[config.mk]
export PLATFORM = sky130hd
export DESIGN_NAME = cache_fsm
export DESIGN_NICKNAME = d
export VERILOG_FILES = /design/src/hdl/cache_pkg.sv /design/src/hdl/cache_fsm.sv
export VERILOG_INCLUDE_DIRS = /design/src /design/src/hdl
export SDC_FILE = /design/constraint.sdc
export NUM_CORES = 1
export LEC_CHECK = 0
export BUFFER_PORTS_ARGS = -buffer_cell sky130_fd_sc_hd__buf_2
export CAP_MARGIN = 20
export CORE_AREA = 2 2 281 283
export DETAILED_ROUTE_END_ITERATION = 10
export DIE_AREA = 0 0 283 285
export GPL_TIMING_DRIVEN = 0
export SLEW_MARGIN = 30
export SYNTH_ARGS = -nofsm -noshare
export SYNTH_HDL_FRONTEND = slang
export SYNTH_SLANG_ARGS = --single-unit
[constraint.sdc]
create_clock -name clk -period 11.45 [get_ports clk]
set_clock_uncertainty 0.15 [all_clocks]
set_input_delay 0.5725 -clock clk [delete_from_list [all_inputs] [get_ports clk]]
set_output_delay 0.5725 -clock clk [all_outputs]
set_load 0.02 [all_outputs]
[src/hdl/cache_defs.svh]
`ifndef CACHE_DEFS_SVH
`define CACHE_DEFS_SVH

// cache geometry, direct mapped
`define CACHE_LINES 256
`define INDEX_W     8
`define TAG_W       20
`define OFFSET_W    4

// one line is four 32-bit words
`define BLOCK_W     128

// main memory model, 64 KB of 16-byte blocks
`define MEM_BLOCKS  4096

// cycles from a memory request to its acknowledge
`define MEM_LATENCY 4

`endif

[src/hdl/cache_pkg.sv]
`include "cache_defs.svh"

package cache_pkg;

    // address fields from the top bit down
    typedef struct packed {
        logic [`TAG_W-1:0]    tag;
        logic [`INDEX_W-1:0]  index;
        logic [1:0]           word;
        logic [`OFFSET_W-3:0] byte_off;
    } addr_fields_t;

    // the same address word seen raw or split into fields
    typedef union packed {
        logic [31:0]  raw;
        addr_fields_t f;
    } cache_addr_t;

    typedef struct packed {
        logic        read;
        logic        write;
        logic        flush;
        cache_addr_t addr;
        logic [31:0] wdata;
    } cpu_req_t;

    typedef struct packed {
        logic                rd;
        logic                wr;
        logic [31:0]         block_addr;
        logic [`BLOCK_W-1:0] wdata;
    } mem_req_t;

    typedef struct packed {
        logic                rd_ack;
        logic                wr_ack;
        logic [`BLOCK_W-1:0] rdata;
    } mem_rsp_t;

    typedef struct packed {
        logic [`TAG_W-1:0] tag;
        logic              valid;
        logic              dirty;
    } line_meta_t;

    typedef enum logic [2:0] {
        IDLE,
        LOOKUP,
        WRITE_BACK,
        ALLOCATE,
        FLUSH
    } ctrl_state_t;

endpackage

[src/hdl/cache_fsm.sv]
`timescale 1ns/1ps
`include "cache_defs.svh"

module cache_fsm (
    input  logic                  clk,
    input  logic                  rst,
    input  cache_pkg::cpu_req_t   req,
    output logic [31:0]           rdata,
    output logic                  busy,
    output logic                  done,
    output logic [`INDEX_W-1:0]   lookup_index,
    input  cache_pkg::line_meta_t meta,
    input  logic [`BLOCK_W-1:0]   line_data,
    output logic                  word_we,
    output logic                  line_we,
    output logic                  inval,
    output logic [`INDEX_W-1:0]   upd_index,
    output logic [1:0]            upd_word,
    output logic [`TAG_W-1:0]     upd_tag,
    output logic                  upd_dirty,
    output logic [`BLOCK_W-1:0]   upd_data,
    output cache_pkg::mem_req_t   mem_req,
    input  cache_pkg::mem_rsp_t   mem_rsp
);

    cache_pkg::ctrl_state_t state_q;
    cache_pkg::ctrl_state_t state_d;
    cache_pkg::cpu_req_t    req_q;
    logic [31:0]            rdata_q;
    logic                   done_q;
    logic                   done_d;
    logic [8:0]             flush_idx_q;
    logic [8:0]             flush_idx_d;
    logic [8:0]             flush_next;
    logic [`INDEX_W-1:0]    cur_index;
    logic                   hit;
    logic                   victim_dirty;
    logic                   take_req;

    assign take_req = (state_q == cache_pkg::IDLE) && (req.read || req.write || req.flush);

    // flush walks its own counter, everything else uses the held address
    assign cur_index = (state_q == cache_pkg::FLUSH) ? flush_idx_q[`INDEX_W-1:0]
                                                     : req_q.addr.f.index;

    assign lookup_index = cur_index;
    assign upd_index    = cur_index;
    assign upd_word     = req_q.addr.f.word;
    assign upd_tag      = req_q.addr.f.tag;
    // fetched lines are always loaded clean
    assign upd_dirty    = 1'b0;
    // word writes pick their lane out of the replicated CPU word
    assign upd_data     = (state_q == cache_pkg::LOOKUP) ? {4{req_q.wdata}} : mem_rsp.rdata;

    assign hit          = meta.valid && (meta.tag == req_q.addr.f.tag);
    assign victim_dirty = meta.valid && meta.dirty;
    assign flush_next   = flush_idx_q + 9'd1;

    assign busy  = (state_q != cache_pkg::IDLE);
    assign done  = done_q;
    assign rdata = rdata_q;

    always_comb begin
        state_d            = state_q;
        flush_idx_d        = flush_idx_q;
        done_d             = 1'b0;
        word_we            = 1'b0;
        line_we            = 1'b0;
        inval              = 1'b0;
        mem_req.rd         = 1'b0;
        mem_req.wr         = 1'b0;
        mem_req.block_addr = {req_q.addr.f.tag, cur_index, {`OFFSET_W{1'b0}}};
        mem_req.wdata      = line_data;

        case (state_q)
            cache_pkg::IDLE: begin
                if (req.flush) begin
                    state_d     = cache_pkg::FLUSH;
                    flush_idx_d = '0;
                end else if (req.read || req.write) begin
                    state_d = cache_pkg::LOOKUP;
                end
            end

            cache_pkg::LOOKUP: begin
                if (hit) begin
                    // write wins over read when both were raised
                    word_we = req_q.write;
                    done_d  = 1'b1;
                    state_d = cache_pkg::IDLE;
                end else if (victim_dirty) begin
                    state_d = cache_pkg::WRITE_BACK;
                end else begin
                    state_d = cache_pkg::ALLOCATE;
                end
            end

            cache_pkg::WRITE_BACK: begin
                // victim address comes from the stored tag
                mem_req.wr         = 1'b1;
                mem_req.block_addr = {meta.tag, cur_index, {`OFFSET_W{1'b0}}};
                if (mem_rsp.wr_ack) begin
                    state_d = cache_pkg::ALLOCATE;
                end
            end

            cache_pkg::ALLOCATE: begin
                mem_req.rd = 1'b1;
                if (mem_rsp.rd_ack) begin
                    line_we = 1'b1;
                    state_d = cache_pkg::LOOKUP;
                end
            end

            cache_pkg::FLUSH: begin
                if (victim_dirty) begin
                    mem_req.wr         = 1'b1;
                    mem_req.block_addr = {meta.tag, cur_index, {`OFFSET_W{1'b0}}};
                end
                // clean lines take one cycle, dirty ones wait for the write
                if (!victim_dirty || mem_rsp.wr_ack) begin
                    inval       = 1'b1;
                    flush_idx_d = flush_next;
                    if (flush_next == 9'(`CACHE_LINES)) begin
                        done_d  = 1'b1;
                        state_d = cache_pkg::IDLE;
                    end
                end
            end

            default: begin
                state_d = cache_pkg::IDLE;
            end
        endcase
    end

    always_ff @(posedge clk) begin
        if (rst) begin
            state_q     <= cache_pkg::IDLE;
            done_q      <= 1'b0;
            flush_idx_q <= '0;
        end else begin
            state_q     <= state_d;
            done_q      <= done_d;
            flush_idx_q <= flush_idx_d;
        end
    end

    // request copy and read result
    always_ff @(posedge clk) begin
        if (take_req) begin
            req_q <= req;
        end
        if (state_q == cache_pkg::LOOKUP && hit && !req_q.write) begin
            rdata_q <= line_data[req_q.addr.f.word*32 +: 32];
        end
    end

    mem_rd_wr_excl: assert property (
        @(posedge clk) disable iff (rst)
        !(mem_req.rd && mem_req.wr)
    );

    done_one_cycle: assert property (
        @(posedge clk) disable iff (rst)
        done |=> !done
    );

endmodule

# --- Word-level counts from Yosys, hierarchy flattened ---
# Cells that the tools add are included.
totals:
  regBits: 110
  elab_cells: 63
classes:
  n_addsub: 1
  eq_ne: 12
  shifts: 1
  muxes: 27
  reduce_logical: 15
ops:
  columns: ["operator", "n"]
  rows:
  - ["two-way mux 128 bit", 1]
  - ["variable part select 128 x 8 -> 32 bit", 1]
  - ["case mux 33 bit (2 select lines)", 1]
  - ["two-way mux 33 bit", 1]
  - ["== test 20 bit", 1]
  - ["two-way mux 3 bit", 6]
  - ["two-way mux 9 bit", 2]
  - ["case mux 9 bit (2 select lines)", 1]
  - ["case mux 3 bit (5 select lines)", 1]
  - ["two-way mux 1 bit", 11]
  - ["adder 9 x 1 -> 9 bit (second input constant)", 1]
  - ["== test 9 bit (second input constant)", 1]
  - ["two-way mux 8 bit", 1]
  - ["== test 3 x 2 -> 1 bit (second input constant)", 2]
  - ["inequality test 2 bit (second input constant)", 3]
  - ["logical AND 1 bit", 5]
  - ["AND reduction 5 bit", 1]
  - ["inequality test 2 x 1 -> 1 bit (second input constant)", 2]
  - ["== test 3 x 1 -> 1 bit (second input constant)", 1]
  - ["== test 3 bit (second input constant)", 1]
  - ["logical NOT 3 bit", 1]
  - ["logical OR 1 bit", 3]
  - ["inequality test 3 x 2 -> 1 bit (second input constant)", 1]
  - ["AND reduction 3 bit", 1]
  - ["5 further kinds", 6]

# --- Logic depth before layout (Yosys ltp) ---
logic_depth:
  word_depth: 5
  mapped_depth: 8
  ltp_nobuf: 6

# --- Worst setup path after synthesis ---
# Ideal clock, no wire load.
synth_timing:
  path_type: "flip-flop to flip-flop"
  from: "register state_q[2]"
  to: "register req_q[0] in the netlist's numbering (enable)"
  setup_time_ns: 0.486
  arrival_ns: 3.570
  t_required_ns: 10.814
  path_slack_ns: 7.244
  path_stages_with_launch: 5
  path_buffers: 1
  path_cell_list: "dfxtp_1 -> buf_4 -> nor3_1 -> inv_1 -> nor2_1"
synth_via:
  elab_chain_len: 2
synth_lines:
  columns: ["element", "line_no", "text"]
  rows:
  - ["start, declared", "cache_fsm.sv:26", "cache_pkg::ctrl_state_t state_q;"]
  - ["start signal, assigned", "cache_fsm.sv:139", "state_q <= cache_pkg::IDLE;"]
  - ["start signal, assigned", "cache_fsm.sv:143", "state_q <= state_d;"]
  - ["logical NOT 3 bit", "cache_fsm.sv:40", "assign take_req = (state_q == cache_pkg::IDLE) && (req.read || req.write || req.flush);"]
  - ["logical AND 1 bit", "cache_fsm.sv:40", null]
  - ["via take_req", "cache_fsm.sv:38", "logic take_req;"]
  - ["end signal, assigned", "cache_fsm.sv:152", "req_q <= req;"]
  - ["end, declared", "cache_fsm.sv:28", "cache_pkg::cpu_req_t req_q;"]
# The timed path passes the listed nets, and every way through them passes these cells.
# A chain may end at the register's enable or synchronous reset.

# --- Worst setup path in the final report ---
layout_timing:
  from: "register state_q[1]"
  to: "output port upd_data[113]"
layout_via:
  elab_chain_len: 2
layout_lines:
  columns: ["element", "line_no", "text"]
  rows:
  - ["== test 3 x 1 -> 1 bit", "cache_fsm.sv:53", "assign upd_data = (state_q == cache_pkg::LOOKUP) ? {4{req_q.wdata}} : mem_rsp.rdata;"]
  - ["two-way mux 128 bit", "cache_fsm.sv:53", null]
  - ["end, declared", "cache_fsm.sv:21", "output logic [`BLOCK_W-1:0] upd_data,"]
# Every way passes these cells.

==> run metrics <==
status=finished clean; fraction of the mapped netlist area in compound gates=under 10%; main combinational cell family by area after synthesis=buffers and inverters; Mapped Cells=approximately 780; post-synthesis sequential area ratio=between 40% and 50%; Worst Setup SP=state_q[1]$_SDFFE_PP0P_; Max Cap Violations=0; syn_area_per_cell=around 9.6 um2; Area growth syn-to-layout=71.9%; final setup TNS=0 ns; Synth Area in Simple Gates=18.9%; Initial DRC Count=448; met1 WL=17.7 mm; Syn. warnings=0; critical path class=register to output pin; Chip Width=283 um; Synth Flop Type=edfxtp_1; HP Start=req[30]; share of layout cells above drive strength 1=64.6%; final wirelength=between 40 and 50 mm; Least-Margin Pin Slew=0.857 ns; initial antenna violation count=14; Max FO, Critical Path=10; met3 WL post-DR=3.65 mm; routed wl met2=around 23 mm; final net count=1861; Worst Hold Class=primary input to register; final-report hold violation count=0; power density over the cells=about 130 nW/um2; unrepaired setup endpoints after global routing=false; htree depth=3; CTS resizes=0; GRT Overall Usage=~11%; Max Used Layer=met5; overflow left after global routing=0; Synth Area in Adders=less than 1%; Distinct cells, synth=49; Post-CTS Setup Bufs=0; Worst-Skew Late Latency=around 0.40 ns; routed length per instance=~18 um; CTS Root Cell=clkbuf_16; Commonest cells post-synth=nand2_1, buf_4, edfxtp_1, mux4_2, mux2_2; critical path capture point type=output pin; Die Span Y=285 um; LEAKAGE=6.59 nW; Inst Count DP=between 2000 and 3000; RR Startpoint=upd_tag[0]$_DFFE_PP_; most numerous cell in the Yosys netlist=nand2_1; max-slew violations=0; CP max-delay cell=clkbuf_1; number of I/O port buffers=slightly above 700; Initial Util=9.59%; crit-path max cell delay=0.65 ns; synthesized flop and latch total=roughly 110; IO Pins=slightly above 700; xor/xnor share of the synthesized area=about 2.5%; Peak VDD IR=~0.06 mV; Tmin final=roughly 3.6 ns; core area=slightly below 80000 um2; row count=around 100; Fmax=about 0.28 GHz; mux share of post-synthesis cell area=approximately 14%; Vias=8490; largest cells by area after synthesis=edfxtp_1, buf_4, nand2_1; Req. time, crit path=about 11 ns; Final period util=about a third; top cell type's share of synthesized area=between 30% and 40%; CTS tree=built; hold buffer count at CTS=0; TritonCTS Buffers=9; Post-DP HPWL=40.4 mm; Post-synth EDFFs=between 90 and 100; Clock transition at path regs=0.10 ns; Yosys top cell by area=edfxtp_1; relative slew slack=42.9%; die area=between 80000 and 90000 um2; ys async rst share=0%; # DRC=0; GP Congestion=between 0.9 and 1; Netlist Area Pre-Place=about 7500 um2; fin cells=approximately 2600; vias in the first global route=8200; CTS sink cnt=108; antenna viol nets, final=0; vias per inst=approximately 3.3; # setup viols final=0; clk buf depth=2; CP Launch Type=register; Total Power Consumption=~0.0017 W; worst path cell trace=buf_6 > nand2b_1 > or2_2 > clkbuf_1 > clkbuf_1 > nand2_1 > nand2_1 > buf_2; drt first pass iters=7; first-pass GRT wire length=roughly 62 mm; largest net degree at the start of global routing=21; CP arrival=2.89 ns
-- stage by stage --
step | util, % | cell area, um2 | hold WS, ns | setup slack [ns]
2_1_floorplan | - | 7490 | 0.325 | 7.24
3_3_place_gp | 15.8 | 12300 | 0.369 | 5.22
3_5_place_dp | 16.1 | 12500 | 0.369 | 8.16
4_1_cts | 16.5 | 12800 | 0.143 | 7.67
5_1_grt | 16.5 | 12800 | 0.156 | 7.59
6_report | 16.5 | 12800 | 0.199 | 7.84
-- worst max-delay path: cells and delay by family (launching register included) --
family / cells / cell delay (ns)
AND/OR/NAND/NOR: 4 / 0.56
flip-flops: 1 / 0.33
buffers and inverters: 4 / 1.57
-- logic make-up (layout without fill, tap and decap cells) --
| family | Yosys count | after routing |
|---|---|---|
| and+or+nand+nor | 345 | 345 |
| buffers and inverters | 208 | 938 |
| DFF | 108 | 108 |
| muxes | 61 | 61 |
| AOI/OAI and AO/OA | 35 | 35 |
| xor gates and xnor gates | 21 | 21 |
| adders and majority gates | 2 | 2 |
| other | 1 | 12 |
-- registers in the layout, indices dropped and copies added, names as in the netlist --
signal	cells
done	1
flush_idx_q	9
rdata	32
req_q	41
state_q	3
upd_tag	20
upd_word	2
-- layout make-up --
class                   count  area (um2)
fillers                  8763       65100
flip-flops and latches    108        3110
well taps                1050        1310
clock inverters             5        53.8
multi-input cells         469        2940
inverters                   3        12.5
repair buffers            714        3700
clock buffers              11         254
plain buffers             205        1440
diodes                      7        17.5
-- final timing paths --
path / to / slack [ns] / depth (start not counted)
worst max-delay path: upd_data[113] / 7.84 / 8
worst min-delay path: req_q[30]$_DFFE_PP_ / 0.20 / 1
worst max register to register: rdata[9]$_DFFE_PP_ / 8.61 / 6
worst min register to register: flush_idx_q[5]$_SDFFE_PP0P_ / 0.39 / 2
-- layer usage --
metal,GRT usage (%),vias up
li1,-,3933
met1,12.4,3913
met2,19.1,555
met3,3.02,83
met4,5.51,6
met5,0,-
-- placed cells by master, fill, tap and decap left out, types with 4 or more instances in the layout --
cell	n
a21oi_1	11
and3_1	5
buf_16	5
buf_2	715
buf_4	172
buf_6	4
clkbuf_1	21
clkbuf_16	10
conb_1	5
dfxtp_1	13
diode_2	7
edfxtp_1	95
mux2_1	5
mux2_2	23
mux4_2	32
nand2_1	292
nand3_1	4
nand4_1	7
nor2_1	11
o21ai_0	9
xnor2_1	14
xor2_1	7
-- power by group --
part	internal (W)	switching (W)
Clock	0.000167	0.000191
Sequential	0.000488	0.0000245
Combinational	0.000317	0.000496
No activity file was read; power rests on OpenSTA's default activity.
